**config.mk**
```make
export PLATFORM = sky130hd
export DESIGN_NAME = ing_port_writer
export DESIGN_NICKNAME = d
export VERILOG_FILES = /design/src/rtl/ing_bus_pkg.sv /design/src/rtl/ing_buf_pkg.sv /design/src/rtl/ing_port_writer.sv
export SDC_FILE = /design/constraint.sdc
export NUM_CORES = 1
export LEC_CHECK = 0
export BUFFER_PORTS_ARGS = -buffer_cell sky130_fd_sc_hd__buf_2
export CAP_MARGIN = 20
export CORE_AREA = 2 2 155 157
export CTS_CLUSTER_DIAMETER = 100
export DETAILED_ROUTE_END_ITERATION = 16
export DIE_AREA = 0 0 157 159
export GPL_ROUTABILITY_DRIVEN = 0
export PLACE_DENSITY = 0.46
export SYNTH_ARGS = -nofsm -noshare
export SYNTH_HDL_FRONTEND = slang
export SYNTH_SLANG_ARGS = --single-unit
```
**constraint.sdc**
```tcl
create_clock -name ing_bus -period 2.4 [get_ports ing_bus]
set_input_delay 0.12 -clock ing_bus [delete_from_list [all_inputs] [get_ports ing_bus]]
set_output_delay 0.12 -clock ing_bus [all_outputs]
set_load 0.01 [all_outputs]
```
**src/rtl/ing_bus_pkg.sv**
```systemverilog
////////////////////////////////////////
// Ingress bus geometry and word types, shared by
// the merge RTL and its testbench
////////////////////////////////////////

`default_nettype none

package ing_bus_pkg;

    // Physical ports merged onto the bus
    localparam int NUM_PORTS  = 4;
    localparam int DATA_BYTES = 8;

    typedef logic [DATA_BYTES*8-1:0]      bus_data_t;
    // Valid bytes are contiguous from byte 0
    typedef logic [DATA_BYTES-1:0]        bus_keep_t;
    typedef logic [$clog2(NUM_PORTS)-1:0] port_idx_t;

endpackage

`default_nettype wire

```
**src/rtl/ing_buf_pkg.sv**
```systemverilog
////////////////////////////////////////
// Packet buffer geometry, pointer and attribute
// types for the writer, buffer and reader
////////////////////////////////////////

`default_nettype none

package ing_buf_pkg;

    // Region size is also the largest packet allowed
    localparam int PORT_BUF_WORDS = 64;
    localparam int PORT_PKT_SLOTS = 16;

    typedef logic [$clog2(PORT_BUF_WORDS)-1:0] word_ptr_t;
    typedef logic [$clog2(PORT_BUF_WORDS):0]   word_cnt_t;
    typedef logic [$clog2(PORT_PKT_SLOTS)-1:0] pkt_ptr_t;
    typedef logic [$clog2(PORT_PKT_SLOTS):0]   pkt_cnt_t;

    // Attribute entry is {last word pointer, keep}, keep in the low bits
    localparam int ATR_PTR_LSB = ing_bus_pkg::DATA_BYTES;
    typedef logic [ATR_PTR_LSB+$bits(word_ptr_t)-1:0] atr_t;

    // RAM addresses are {port, pointer}
    typedef logic [$bits(ing_bus_pkg::port_idx_t)+$bits(word_ptr_t)-1:0] buf_addr_t;
    typedef logic [$bits(ing_bus_pkg::port_idx_t)+$bits(pkt_ptr_t)-1:0]  atr_addr_t;

    // Reader FSM
    typedef enum logic [1:0] {
        SCAN,
        ATR_FETCH,
        STREAM
    } rd_state_t;

endpackage

`default_nettype wire

```
**src/rtl/ing_port_writer.sv**
```systemverilog
////////////////////////////////////////
// Round-robin port scheduler, stores accepted words
// and last-word attributes into the packet buffer
////////////////////////////////////////

`timescale 1ns/1ps
`default_nettype none

module ing_port_writer (
    input  var logic                                ing_bus,
    input  var logic                                rst_n,
    input  var logic [ing_bus_pkg::NUM_PORTS-1:0]   port_valid,
    input  var ing_bus_pkg::bus_data_t              port_data [ing_bus_pkg::NUM_PORTS],
    input  var ing_bus_pkg::bus_keep_t              port_keep [ing_bus_pkg::NUM_PORTS],
    input  var logic [ing_bus_pkg::NUM_PORTS-1:0]   port_last,
    input  var logic [ing_bus_pkg::NUM_PORTS-1:0]   port_room,
    output logic [ing_bus_pkg::NUM_PORTS-1:0]       port_ready,
    output logic                                    wr_en,
    output ing_buf_pkg::buf_addr_t                  wr_addr,
    output ing_bus_pkg::bus_data_t                  wr_data,
    output logic                                    atr_wr_en,
    output ing_buf_pkg::atr_addr_t                  atr_wr_addr,
    output ing_buf_pkg::atr_t                       atr_wr_data
);

    import ing_bus_pkg::*;
    import ing_buf_pkg::*;

    port_idx_t slot;
    word_ptr_t wr_ptr  [NUM_PORTS];
    pkt_ptr_t  atr_ptr [NUM_PORTS];
    logic      run;
    logic      accept;

    ////////////////////////////////////////
    // Slot decode

    always_comb begin
        // Only the slot owner sees ready, and only with room in its region
        port_ready       = '0;
        port_ready[slot] = run && port_room[slot];
        accept           = run && port_valid[slot] && port_room[slot];

        wr_en       = accept;
        wr_addr     = {slot, wr_ptr[slot]};
        wr_data     = port_data[slot];

        atr_wr_en   = accept && port_last[slot];
        atr_wr_addr = {slot, atr_ptr[slot]};
        atr_wr_data = {wr_ptr[slot], port_keep[slot]};
    end

    ////////////////////////////////////////
    // Slot and pointer update

    always_ff @(posedge ing_bus or negedge rst_n) begin
        if (!rst_n) begin
            run  <= 1'b0;
            slot <= '0;
            for (int p = 0; p < NUM_PORTS; p++) begin
                wr_ptr[p]  <= '0;
                atr_ptr[p] <= '0;
            end
        end else begin
            // Ready stays low until the first edge after reset
            run <= 1'b1;

            // Advance every cycle, whether or not the port had a word
            if (slot == port_idx_t'(NUM_PORTS - 1)) begin
                slot <= '0;
            end else begin
                slot <= slot + 1'b1;
            end

            if (accept) begin
                wr_ptr[slot] <= wr_ptr[slot] + 1'b1;
                if (port_last[slot]) begin
                    atr_ptr[slot] <= atr_ptr[slot] + 1'b1;
                end
            end
        end
    end

endmodule

`default_nettype wire

```
==> reports/metrics.cfg <==
[outcome]
status=finished clean

[critical_path]
cp_max_fo=42
path_class=flop to output port
r2r_start=slot[0]
startpoint=slot[1]
r2r_end=atr_ptr[2]
required_ns=2.28
cp-start-kind=flop
critPathArrivalTime_ns=2.18
worstRegToRegCells=5
rrSetupSlack_ns=0.28
cp-end-kind=output port

[grt]
grt_pass1_wl_mm=31.7
track_usage_pct=17.8
grt_antenna_before_repair=11
grt_max_degree=43
grt_pass1_vias=4433
gr-total-overflow=0

[drt]
vias=4222
dr.pass1.iters=4
final_antenna_net_count=0
drc_errors=0
wirelength_mm=23.5
drt_iter0_drc=333
routedWlPerCell_um=24.3
vias_per_cell=4.37

[final_layout]
drive_gt1_share_pct=84.4
syn_to_final_growth_pct=65.2
instances_no_fill=966
layout.nets=949
stdcell_area_mm2=0.00651

[cts]
root_buffer=clkbuf_16
htreeDepth=2
cts_setup_buffers=0
cts_buffers=5
path_clk_slew_ns=0.06
cts_tree=built
clock_sinks=43
clk_path_buf_depth=2
insertion_delay_ns=0.28

[sta]
skew_ns=0.00703
post-route-period-util_pct=95.8
rsz0062_at_grt=no
drv_slew=0
max_freq_mhz=435
relSlewSlack_pct=57.0
hold_viol_final=0
setup_tns_ns=0
worstMarginPinSlew_ns=0.645
period_minus_slack_ns=2.30
setup_viol_count_final=0

[power]
power_density_mw_per_mm2=395
ir_drop_mv=0.447
finalPower_mw=2.57
leakagePower_nw=3.32

[floorplanning]
rows=56
initial_core_util_pct=17.0
chipWidth_um=157
ios=400
die-area_mm2=0.0250
coreArea_mm2=0.0232
dieHeight_um=159

[synth]
yosysSeqAreaShare_pct=27.3
ys.flop_type=dfrtp_1
yosysTopAreaCellShare_pct=48.0
ys_top_cells_by_count=mux4_2 (84), dfrtp_1 (43), mux2_2 (31), buf_4 (9)
avgSynthCellArea_um2=15.7
ys_warn_count=0
ys_types=30
yosysMostFrequentCell=mux4_2
syn_area_mm2=0.00394
synthCells=251
async_flop_share_pct=100
ys_top_cells_by_area=mux4_2 (48%), dfrtp_1 (27%), mux2_2 (8.9%)
yosys.area.top_type=mux4_2
synth_edf_count=0
synth_seq_cells=43
synth_nets=559

[placement]
hpwl_mm=20.5
dp_cells=951
place_area_mm2=0.00625
io_buffers=399

[job]
maxCapViolCount=0

[min_path]
hp-class=primary input to async pin

[repair_timing]
item / in CTS / in global routing
resized for setup: 1 / 2
endpoints found under the setup margin: 8 / 35
hold buffers: 1 / 0
hold endpoints to repair: 27 / 0
gates cloned: 1 / 0
[cell usage in the layout, fill, tap and decap left out, drive strengths merged, types with 2 or more instances in the layout]
master and n:
a31oi 4, and3 4, buf 411, bufinv 2
clkbuf 6, dfrtp 43, diode 5, ha 6
inv 8, mux2 33, mux4 84, nand2 10
nand3 5, nand4 4, nor2b 4, o21ai 6
xnor2 3, xor2 2
[logic make-up (layout without fill, tap and decap cells)]
family                   Yosys count  in the layout  synth area share (%)
XOR/XNOR                           5              5                  1.11
AND/OR/NAND/NOR                   30             30                  4.73
multiplexers                     118            118                  57.8
AO/OA/AOI/OAI                     10             10                  1.40
buffers and inverters             38            429                  5.71
flip-flops                        43             43                  27.3
adder cells (fa/ha/maj)            6              6                  1.90
other                              1              6                0.0951
[through the flow]
stage	hold WS [ns]	utilization [%]	setup slack, ns
floorplan	-0.176	-	0.0135
global placement	0.181	27.0	0.256
detailed placement	0.189	27.0	0.252
CTS	0.418	28.0	0.0272
global route	0.452	28.1	0.0331
finish	0.396	28.1	0.100
[metal layers]
layer  GRT usage [%]  vias up  part of all wire, %
li1                -     1832                    -
met1            25.5     2145                   45
met2            26.8      232                   44
met3            6.07       11                   11
met4            2.42        2                 0.41
met5               0        -                0.060
[power breakdown]
group          switching [mW]  total, mW  internal, mW
sequential             0.0455      0.860         0.815
clock                   0.282      0.879         0.597
combinational           0.368      0.831         0.463
total                   0.695       2.57          1.87
[worst max-delay path by stage]
stage / slack [ns] / endpoint / cells past startpoint
2_1_floorplan: 0.01 / wr_ptr[15] / 9
5_1_grt: 0.03 / wr_data[9] / 3
4_1_cts: 0.03 / wr_data[43] / 3
3_5_place_dp: 0.25 / atr_ptr[2] / 5
3_3_place_gp: 0.26 / atr_ptr[6] / 5
6_report: 0.1 / wr_data[6] / 3
[critical path: stages, from the launching register on]
cell,delay [ns]
dfrtp_4,0.61
buf_4,0.55
mux4_2,0.50
buf_2,0.19
[area by class of cell]
class	count	area, um2
antenna	5	12.5
fill	2479	16700
inverter	8	30.0
tap	319	399
timing repair buffer	413	2160
sequential	43	1080
multi-input combinational	170	2640
clock inverter	2	60.1
clock buffer	6	129
[registers in the layout, indices dropped and copies added (netlist names)]
signal   cells
slot         2
wr_ptr      24
atr_ptr     16
run          1
Power figures use the tool's default switching activity.
