==> config.mk <==
export PLATFORM = sky130hd
export DESIGN_NAME = ing_bus_reader
export DESIGN_NICKNAME = d
export VERILOG_FILES = /design/src/rtl/ing_bus_pkg.sv /design/src/rtl/ing_buf_pkg.sv /design/src/rtl/ing_bus_reader.sv
export SDC_FILE = /design/constraint.sdc
export NUM_CORES = 1
export LEC_CHECK = 0
export BUFFER_PORTS_ARGS = -buffer_cell sky130_fd_sc_hd__buf_2
export CELL_PAD_IN_SITES_DETAIL_PLACEMENT = 1
export CELL_PAD_IN_SITES_GLOBAL_PLACEMENT = 1
export CORE_AREA = 4 4 111 113
export DETAILED_ROUTE_END_ITERATION = 7
export DIE_AREA = 0 0 115 117
export GPL_ROUTABILITY_DRIVEN = 0
export GPL_TIMING_DRIVEN = 1
export PLACE_DENSITY = 0.91
export SETUP_SLACK_MARGIN = 0.05
export SYNTH_ARGS = -nofsm -noshare
export SYNTH_HDL_FRONTEND = slang
export SYNTH_SLANG_ARGS = --single-unit
==> constraint.sdc <==
create_clock -name ing_bus -period 5.3 [get_ports ing_bus]
set_clock_uncertainty 0.15 [all_clocks]
set_input_delay 1.06 -clock ing_bus [delete_from_list [all_inputs] [get_ports ing_bus]]
set_output_delay 1.06 -clock ing_bus [all_outputs]
set_load 0.005 [all_outputs]
==> src/rtl/ing_bus_pkg.sv <==
////////////////////////////////////////
// Ingress bus geometry and word types, shared by
// the merge RTL and its testbench
////////////////////////////////////////

`default_nettype none

package ing_bus_pkg;

    // Physical ports merged onto the bus
    localparam int NUM_PORTS  = 4;
    localparam int DATA_BYTES = 8;

    typedef logic [DATA_BYTES*8-1:0]      bus_data_t;
    // Valid bytes are contiguous from byte 0
    typedef logic [DATA_BYTES-1:0]        bus_keep_t;
    typedef logic [$clog2(NUM_PORTS)-1:0] port_idx_t;

endpackage

`default_nettype wire

==> src/rtl/ing_buf_pkg.sv <==
////////////////////////////////////////
// Packet buffer geometry, pointer and attribute
// types for the writer, buffer and reader
////////////////////////////////////////

`default_nettype none

package ing_buf_pkg;

    // Region size is also the largest packet allowed
    localparam int PORT_BUF_WORDS = 64;
    localparam int PORT_PKT_SLOTS = 16;

    typedef logic [$clog2(PORT_BUF_WORDS)-1:0] word_ptr_t;
    typedef logic [$clog2(PORT_BUF_WORDS):0]   word_cnt_t;
    typedef logic [$clog2(PORT_PKT_SLOTS)-1:0] pkt_ptr_t;
    typedef logic [$clog2(PORT_PKT_SLOTS):0]   pkt_cnt_t;

    // Attribute entry is {last word pointer, keep}, keep in the low bits
    localparam int ATR_PTR_LSB = ing_bus_pkg::DATA_BYTES;
    typedef logic [ATR_PTR_LSB+$bits(word_ptr_t)-1:0] atr_t;

    // RAM addresses are {port, pointer}
    typedef logic [$bits(ing_bus_pkg::port_idx_t)+$bits(word_ptr_t)-1:0] buf_addr_t;
    typedef logic [$bits(ing_bus_pkg::port_idx_t)+$bits(pkt_ptr_t)-1:0]  atr_addr_t;

    // Reader FSM
    typedef enum logic [1:0] {
        SCAN,
        ATR_FETCH,
        STREAM
    } rd_state_t;

endpackage

`default_nettype wire

==> src/rtl/ing_bus_reader.sv <==
////////////////////////////////////////
// Round-robin packet reader, streams whole packets
// from the buffer onto the ingress bus
////////////////////////////////////////

`timescale 1ns/1ps
`default_nettype none

module ing_bus_reader (
    input  var logic                                ing_bus,
    input  var logic                                rst_n,
    input  var logic [ing_bus_pkg::NUM_PORTS-1:0]   pkt_avail,
    input  var ing_bus_pkg::bus_data_t              rd_data,
    input  var ing_buf_pkg::atr_t                   atr_rd_data,
    output logic                                    rd_en,
    output ing_buf_pkg::buf_addr_t                  rd_addr,
    output logic                                    atr_rd_en,
    output ing_buf_pkg::atr_addr_t                  atr_rd_addr,
    output logic                                    word_release,
    output logic                                    pkt_release,
    output ing_bus_pkg::port_idx_t                  release_port,
    output logic                                    out_valid,
    output ing_bus_pkg::bus_data_t                  out_data,
    output ing_bus_pkg::bus_keep_t                  out_keep,
    output logic                                    out_last,
    output ing_bus_pkg::port_idx_t                  out_user
);

    import ing_bus_pkg::*;
    import ing_buf_pkg::*;

    rd_state_t state;
    port_idx_t sel;
    port_idx_t next_sel;
    word_ptr_t rd_ptr  [NUM_PORTS];
    pkt_ptr_t  atr_ptr [NUM_PORTS];

    // Attribute of the packet in flight
    word_ptr_t last_ptr;
    bus_keep_t last_keep;
    logic      is_last;

    // Stage aligned with rd_data
    logic      pend_valid;
    logic      pend_last;
    bus_keep_t pend_keep;
    port_idx_t pend_port;

    assign next_sel = (sel == port_idx_t'(NUM_PORTS - 1)) ? '0 : sel + 1'b1;
    assign is_last  = rd_ptr[sel] == last_ptr;

    always_comb begin
        atr_rd_en   = (state == SCAN) && pkt_avail[sel];
        atr_rd_addr = {sel, atr_ptr[sel]};
        rd_en       = state == STREAM;
        rd_addr     = {sel, rd_ptr[sel]};
    end

    ////////////////////////////////////////
    // FSM and pointers

    always_ff @(posedge ing_bus or negedge rst_n) begin
        if (!rst_n) begin
            state <= SCAN;
            sel   <= '0;
            for (int p = 0; p < NUM_PORTS; p++) begin
                rd_ptr[p]  <= '0;
                atr_ptr[p] <= '0;
            end
        end else begin
            case (state)
                SCAN: begin
                    if (pkt_avail[sel]) begin
                        state <= ATR_FETCH;
                    end else begin
                        sel <= next_sel;
                    end
                end
                ATR_FETCH: begin
                    atr_ptr[sel] <= atr_ptr[sel] + 1'b1;
                    state        <= STREAM;
                end
                STREAM: begin
                    rd_ptr[sel] <= rd_ptr[sel] + 1'b1;
                    // Hand the bus to the next port after a full packet
                    if (is_last) begin
                        state <= SCAN;
                        sel   <= next_sel;
                    end
                end
                default: state <= SCAN;
            endcase
        end
    end

    // Attribute returns during ATR_FETCH
    always_ff @(posedge ing_bus) begin
        if (state == ATR_FETCH) begin
            last_ptr  <= atr_rd_data[ATR_PTR_LSB +: $bits(word_ptr_t)];
            last_keep <= atr_rd_data[ATR_PTR_LSB-1:0];
        end
    end

    ////////////////////////////////////////
    // Output pipeline

    always_ff @(posedge ing_bus or negedge rst_n) begin
        if (!rst_n) begin
            pend_valid <= 1'b0;
            pend_last  <= 1'b0;
            out_valid  <= 1'b0;
            out_last   <= 1'b0;
        end else begin
            pend_valid <= rd_en;
            pend_last  <= rd_en && is_last;
            out_valid  <= pend_valid;
            out_last   <= pend_last;
        end
    end

    always_ff @(posedge ing_bus) begin
        pend_keep <= (rd_en && is_last) ? last_keep : '1;
        pend_port <= sel;
        out_data  <= rd_data;
        out_keep  <= pend_keep;
        out_user  <= pend_port;
    end

    // Space is freed once the word has left the RAM
    assign word_release = out_valid;
    assign pkt_release  = out_valid && out_last;
    assign release_port = out_user;

endmodule

`default_nettype wire

==> run summary, run 1 <==
Outcome -> finished clean
Worst setup SP type -> flop
First-pass GRT wire length -> 19200 µm
Clk pwr share -> 32.5%
Clock Latency Late Sink -> 0.42 ns
Critical path peak fanout -> 19
Post-CTS sizing -> 0
Simple-Gate Fraction of Synth Area -> 6.61%
Reg clk slew, reported paths -> 0.06 ns
Initial antenna violation count -> 0
Busiest layer in global routing -> met2
TritonCTS clock tree -> done
Met2 usage -> 37.3%
# diodes -> 0
Pre-antenna DRT Iters -> 4
Vias in the first global route -> 3402
Ys Warns -> 0
Routed Antenna Nets -> 0
Syn_nets -> 389
IO Pins -> 180
WS Path Type -> reg2out
Setup bufs post-CTS -> 0
Max_cap viols -> 0
Post-synthesis mux area share -> 8.28%
M3 GR Usage -> 6.07%
Final worst path period need -> 3.70 ns
FMAX -> 0.270 GHz
LEAKAGE -> 2.81 nW
NumNets Final -> 574
Worst Path Arrival -> 2.49 ns
Grt ovf -> 0
Layout area overhead -> 33.9%
Synth cell types -> 31
Sequential share of power -> 43.9%
CP max stage cell -> dfrtp_1
Post-Syn Area -> 4490 µm²
TritonCTS Buffers -> 17
Post-synthesis xor/xnor area fraction -> 3.26%
Period utilization -> 69.9%
CP endpoint kind -> primary output
Total Wirelength -> 12600 µm
Internal Power -> 2.29 mW
Drt drc -> 0
Initial drt markers -> 93
Sequential share of the synthesized area -> 73.6%
Relative slew margins -> 26.3%
Setup violations, final -> 0
Die Y -> 117 µm
Critical path's top delay family -> flip-flops
CTS H-tree lvls -> 4
Root Driver -> clkbuf_16
Die area -> 13500 µm²
Initial core utilization -> 39.6%
Syn_area_per_cell -> 15.0 µm²
Final HPWL DP -> 9070 µm
Final-report max-slew violation count -> 0
Switching Power -> 1.05 mW
Largest family of logic cells by synthesized area -> multiplexers
Cts hold-fix bufs -> 0
Hold Vio Cnt, Final -> 0
PortBufs -> 179
Tightest Pin Transition -> 1.11 ns
Core Box Area -> 11300 µm²
DR WL/cell -> 19.6 µm
Clock sink count -> 146
Switching share of power -> 31.4%
CP bufs+invs -> 1
Adder-cell area share of the yosys netlist -> 1.67%
Met1 usage -> 20.1%
Vias/cell -> 4.69
Synth Instances -> 299
Logic pwr share -> 23.6%
PwrDens -> 557 nW/µm²
FP Rows -> 39
HP Class -> reg2reg
CP Data Required Time -> 4.09 ns
Deepest clock path buffer count -> 2
GRT Total Usage -> 19.8%
Max VDD drop -> 284 µV
Flops & latches, synth -> 146
Via count -> 3000
Crit-path cells -> mux4_1, nor3b_1, buf_2
Synth Area in Compound Gates -> 4.04%
DIE WIDTH -> 115 µm
RSZ-0062 raised after global routing -> false
Share of cells above drive strength 1 -> 47.1%
WHS -> 0.178 ns
Slowest cell delay on critical path -> 1.02 ns
Largest net degree at the start of global routing -> 49
Setup TNS -> 0 ns
-- cell usage after synthesis (all sizes together) --
| master | instances | area share (%) |
|---|---|---|
| xnor2 | 9 | 2.7 |
| or3 | 8 | 1.1 |
| o21ai | 33 | 3.7 |
| edfxtp | 14 | 9.4 |
| clkbuf | 5 | 0.42 |
| xor2 | 3 | 0.59 |
| and2 | 1 | 0.14 |
| buf | 9 | 1.9 |
| dfxtp | 84 | 37 |
| mux4 | 11 | 5.8 |
| dfrtp | 48 | 27 |
| nand3 | 4 | 0.56 |
| nand2 | 42 | 3.5 |
| o32ai | 1 | 0.36 |
| nand4 | 1 | 0.28 |
| nand2b | 1 | 0.14 |
| nor3b | 2 | 0.33 |
| ha | 6 | 1.7 |
| inv | 2 | 0.17 |
| nor2 | 3 | 0.25 |
| nor2b | 2 | 0.28 |
| mux2 | 10 | 2.5 |
-- registers in the layout, indices dropped and copies added (netlist names) --
register / cells
pend_last: 1
out_valid: 1
out_last: 1
out_keep: 8
last_ptr: 6
sel: 2
last_keep: 8
out_data: 64
atr_ptr: 16
out_user: 2
pend_valid: 1
pend_port: 2
state: 2
rd_ptr: 24
pend_keep: 8
-- cells in the final DEF (no fill, tap or decap), drive strengths merged --
master and count:
and2 1, buf 180, clkbuf 18, clkinv 9, dfrtp 48, dfxtp 84, edfxtp 14, ha 6
inv 7, mux2 10, mux4 11, nand2 42, nand2b 1, nand3 4, nand4 1, nor2 3
nor2b 2, nor3b 2, o21ai 33, o32ai 1, or3 8, xnor2 9, xor2 3
-- logic make-up after synthesis --
family,count (synthesis)
AOI/OAI and AO/OA,34
DFF,146
muxes,21
buffers and inverters,16
adders and majority gates,6
xor gates and xnor gates,12
and+or+nand+nor,64
-- power by group through the flow --
stage                     clock, mW  sequential, mW  combinational, mW
after floorplan                   0            1.41              0.577
after global placement            0            1.47              0.740
after detailed placement          0            1.49              0.791
after CTS                      1.12            1.47              0.805
after global routing           1.17            1.49              0.877
final                          1.09            1.47              0.789
-- per-stage QoR --
step                std cells  cell area, µm²  worst slack [ns]  total power [mW]  util [%]
floorplan                 299            4490              2.35              1.99         -
global placement          608            5460              1.97              2.21      48.3
detailed placement        608            5460              1.99              2.28      48.3
CTS                       640            6010              1.53              3.39      53.1
global route              640            6010              1.45              3.54      53.1
finish                    640            6010              1.60              3.34      53.1
-- worst paths after layout --
check,startpoint,endpoint,slack [ns],cells past startpoint
min in group asynchronous,rst_n,rd_ptr[0]$_DFFE_PN0P_,0.70,1
max in group asynchronous,rst_n,atr_ptr[3]$_DFFE_PN0P_,3.62,1
worst min-delay path,pend_keep[2]$_SDFF_PN1_,out_keep[2]$_DFF_P_,0.18,0
worst min register to register,pend_keep[2]$_SDFF_PN1_,out_keep[2]$_DFF_P_,0.18,0
worst max-delay path,sel[0]$_DFFE_PN0P_,atr_rd_en,1.60,3
worst max register to register,sel[0]$_DFFE_PN0P_,sel[0]$_DFFE_PN0P_,2.15,5
-- routing by layer --
layer / part of all wire [%] / vias up
li1: - / 1392
met1: 35 / 1489
met2: 57 / 94
met3: 5.1 / 25
met4: 2.6 / 0
met5: 0 / -
-- cell type report --
cell class | count | area (µm²)
Clock buffer | 18 | 439
Clock inverter | 14 | 103
Timing Repair Buffer | 180 | 903
Sequential cell | 146 | 3300
Inverter | 2 | 7.51
Multi-Input combinational cell | 137 | 1070
Tap cell | 143 | 179
Fill cell | 1152 | 5320
-- worst register-to-register path: stages (launching register included) --
cell and delay [ns]:
dfrtp_1 1.02, mux4_1 0.77, xnor2_2 0.18, nand4_2 0.31
o32ai_2 0.25, mux2_1 0.36
Note: power is estimated with default switching activity, not from simulation.
==> inputs of run 2 (changes only) <==
--- a/config.mk
+++ b/config.mk
@@ -5,15 +5,16 @@
 export SDC_FILE = /design/constraint.sdc
 export NUM_CORES = 1
 export LEC_CHECK = 0
+export ABC_AREA = 1
 export BUFFER_PORTS_ARGS = -buffer_cell sky130_fd_sc_hd__buf_2
 export CELL_PAD_IN_SITES_DETAIL_PLACEMENT = 1
 export CELL_PAD_IN_SITES_GLOBAL_PLACEMENT = 1
-export CORE_AREA = 4 4 111 113
+export CORE_AREA = 4 4 125 127
 export DETAILED_ROUTE_END_ITERATION = 7
-export DIE_AREA = 0 0 115 117
+export DIE_AREA = 0 0 129 131
 export GPL_ROUTABILITY_DRIVEN = 0
 export GPL_TIMING_DRIVEN = 1
-export PLACE_DENSITY = 0.91
+export PLACE_DENSITY = 0.84
 export SETUP_SLACK_MARGIN = 0.05
 export SYNTH_ARGS = -nofsm -noshare
 export SYNTH_HDL_FRONTEND = slang
==> constraint.sdc (replaced) <==
create_clock -name ing_bus -period 3 [get_ports ing_bus]
set_clock_uncertainty 0.15 [all_clocks]
set_input_delay 0.6 -clock ing_bus [delete_from_list [all_inputs] [get_ports ing_bus]]
set_output_delay 0.6 -clock ing_bus [all_outputs]
set_load 0.005 [all_outputs]
==> run 2 against run 1 <==
Against the previous run: die area rose by 26%; power rose by 96%; hold slack got worse by 0.14 ns; global-route usage fell by 3.7 points; clock power rose by 73%; register-to-register slack got worse by 1.5 ns; cell area rose by 4.9%; flip-flop and latch count did not move; via count rose by 23%; highest routed layer unchanged.
==> run summary, run 2 <==
Syn_area_per_cell -> 10.8 µm² (-28%)
Vias/cell -> 4.49 (-4.1%)
TritonCTS clock tree -> done
Final HPWL DP -> 10100 µm (+12%)
DIE WIDTH -> 129 µm (+12%)
GRT Total Usage -> 16.1% (-3.7 points)
# diodes -> 0 (unchanged)
Most frequent cells in the layout -> buf_2, nand2_1, dfxtp_1, dfrtp_1, o21ai_0
Root Driver -> clkbuf_16
Setup TNS -> 0 ns (unchanged)
Setup ws final -> 0.335 ns (-1.26 ns)
LEAKAGE -> 3.13 nW (+11%)
Pre-antenna DRT Iters -> 5 (+1)
Setup violations, final -> 0 (unchanged)
Period utilization -> 88.8%
Core Box Area -> 14400 µm² (+27%)
Fillers -> 1689 (+47%)
Biggest register -> out_data
Outcome -> finished clean
DR WL/cell -> 16.0 µm (-18%)
Tightest Pin Transition -> 0.561 ns (-0.545 ns)
FMAX -> 0.375 GHz
Register Area -> 3300 µm² (unchanged)
Cts hold-fix bufs -> 0 (unchanged)
Synth Instances -> 438 (+46%)
PwrDens -> 1040 nW/µm² (+87%)
Commonest non-fill, non-tap cell in the layout -> buf_2
Drt drc -> 0 (unchanged)
Reg clk slew, reported paths -> 0.06 ns (about the same)
Sequential share of the synthesized area -> 69.6% (-4.0 points)
Hold Vio Cnt, Final -> 0 (unchanged)
Post-Layout Cell Count -> 821 (+28%)
Tot Pwr -> 6.55 mW (+96%)
Largest net degree at the start of global routing -> 27 (-45%)
Max VDD drop -> 572 µV (+100%)
Final-report max-slew violation count -> 0 (unchanged)
Asr flop ratio synth -> 32.9% (unchanged)
Die Y -> 131 µm (+12%)
CP endpoint kind -> primary output
Placed Area -> 5770 µm² (+5.6%)
Top cell type by total area after synthesis -> dfxtp_1
Regs by FF count -> out_data x64, rd_ptr x24, atr_ptr x16
IO Pins -> 180 (unchanged)
Critical path's top delay family -> buffers and inverters
First-pass GRT wire length -> 20900 µm (+8.5%)
CP Data Required Time -> 2.25 ns (-1.84 ns)
PortBufs -> 179 (unchanged)
Clock sink count -> 146 (unchanged)
TritonCTS Buffers -> 17 (unchanged)
Post-Syn Area -> 4740 µm² (+5.7%)
FP Rows -> 44 (+13%)
Setup bufs post-CTS -> 0 (unchanged)
Worst Path Arrival -> 1.91 ns (-0.58 ns)
Slowest cell delay on critical path -> 0.40 ns (-0.62 ns)
Via count -> 3689 (+23%)
Clock Latency Late Sink -> 0.41 ns (about the same)
HP Class -> in2async
Share of cells above drive strength 1 -> 35.8% (-11 points)
Commonest register cell after synthesis -> dfxtp_1
Flops & latches, synth -> 146 (unchanged)
Ys Warns -> 0 (unchanged)
Placed cell count -> 789 (+30%)
Setup WS pre-CTS -> 0.641 ns (-1.35 ns)
Crit-path cells -> inv_1, o21ai_0, o22ai_2, buf_2
Initial core utilization -> 32.9% (-6.7 points)
Die area -> 16900 µm² (+26%)
Max_cap viols -> 0 (unchanged)
Final worst path period need -> 2.66 ns
Most frequent cell after synthesis -> nand2_1
CP max stage cell -> inv_1
Worst setup SP type -> flop
NumNets Final -> 714 (+24%)
Synth top area share -> 35.5% (-2.0 points)
WS Path Type -> reg2out
Layout area overhead -> 32.8%
Synth cell types -> 28 (-9.7%)
Critical path peak fanout -> 14 (-5)
Initial drt markers -> 194 (+110%)
Synth top area cells -> dfxtp_1, dfrtp_1, edfxtp_1
Relative slew margins -> 62.6% (+36 points)
Multi-input gate area -> 1160 µm² (+8.8%)
CP bufs+invs -> 2 (+1)
Initial antenna violation count -> 0 (unchanged)
Syn_nets -> 528 (+36%)
Final instance area -> 6300 µm² (+4.9%)
Grt ovf -> 0 (unchanged)
Post-CTS sizing -> 0 (unchanged)
RSZ-0062 raised after global routing -> false
Deepest clock path buffer count -> 2 (unchanged)
Post-synth EDFFs -> 14 (unchanged)
Commonest cells post-synth -> nand2_1, dfxtp_1, dfrtp_1
Largest register FFs -> 64 (unchanged)
Total Wirelength -> 13100 µm (+4.7%)
Vias in the first global route -> 4206 (+24%)
Routed Antenna Nets -> 0 (unchanged)
CTS H-tree lvls -> 4 (unchanged)
[run 2: cell type report]
| class | instances | area share, % |
|---|---|---|
| repair buffers | 184 | 14.8 |
| inverters | 36 | 2.22 |
| clock inverters | 11 | 1.23 |
| multi-input cells | 239 | 18.5 |
| flip-flops and latches | 146 | 52.4 |
| clock buffers | 21 | 7.15 |
| well taps | 184 | 3.65 |
[run 2: path summary, 6_finish.rpt]
path                                         start                 endpoint  slack, ns  depth (start not counted)
min                                          rst_n    rd_ptr[0]$_DFFE_PN0P_       0.03                          1
min in group ing_bus                   rd_data[43]     out_data[43]$_DFF_P_       0.13                          1
max                             sel[1]$_DFFE_PN0P_           atr_rd_addr[0]       0.34                          4
max in group asynchronous                    rst_n   rd_ptr[19]$_DFFE_PN0P_       1.90                          2
max reg2reg                     sel[1]$_DFFE_PN0P_  pend_keep[7]$_SDFF_PN1_       0.66                          9
min reg2reg                pend_keep[7]$_SDFF_PN1_      out_keep[7]$_DFF_P_       0.18                          0
[run 2: per-stage QoR]
stage | util [%] | hold WS (ns)
5_1_grt | 43.7 | 0.0695
4_1_cts | 43.7 | 0.0383
3_5_place_dp | 40.0 | 0.163
2_1_floorplan | - | 0.154
3_3_place_gp | 40.0 | 0.161
6_report | 43.7 | 0.0344
[run 2: cells by family (layout without fill, tap and decap cells)]
family / Yosys count / count (layout) / synth area share (%)
AND/OR/NAND/NOR: 185 / 185 / 17.3
flip-flops: 146 / 146 / 69.6
buffers and inverters: 53 / 252 / 5.80
AO/OA/AOI/OAI: 44 / 44 / 4.99
adder cells (fa/ha/maj): 6 / 6 / 1.58
XOR/XNOR: 4 / 4 / 0.739
[run 2: power by group]
part           total [mW]  leakage [nW]  internal, mW  switching, mW
clock network        1.89         0.264          1.09          0.805
logic                2.07          1.42         0.692           1.37
registers            2.59          1.45          2.38          0.212
total                6.55          3.13          4.16           2.39
[run 2: worst register-to-register path, cell delays in order, from the launching register on]
cell,delay (ns)
dfrtp_1,0.37
inv_1,0.40
nand3_1,0.24
nand2_1,0.20
nand2_1,0.09
nand2_1,0.07
nand2_1,0.06
nor2_2,0.11
nand3_2,0.17
or2_2,0.34
[run 2: layer usage]
| layer | vias up | wire (µm) | track usage [%] |
|---|---|---|---|
| met5 | - | 0 | 0 |
| li1 | 1768 | - | - |
| met1 | 1767 | 4940 | 17.1 |
| met4 | 0 | 207 | 6.98 |
| met3 | 15 | 1060 | 6.10 |
| met2 | 139 | 6940 | 28.6 |
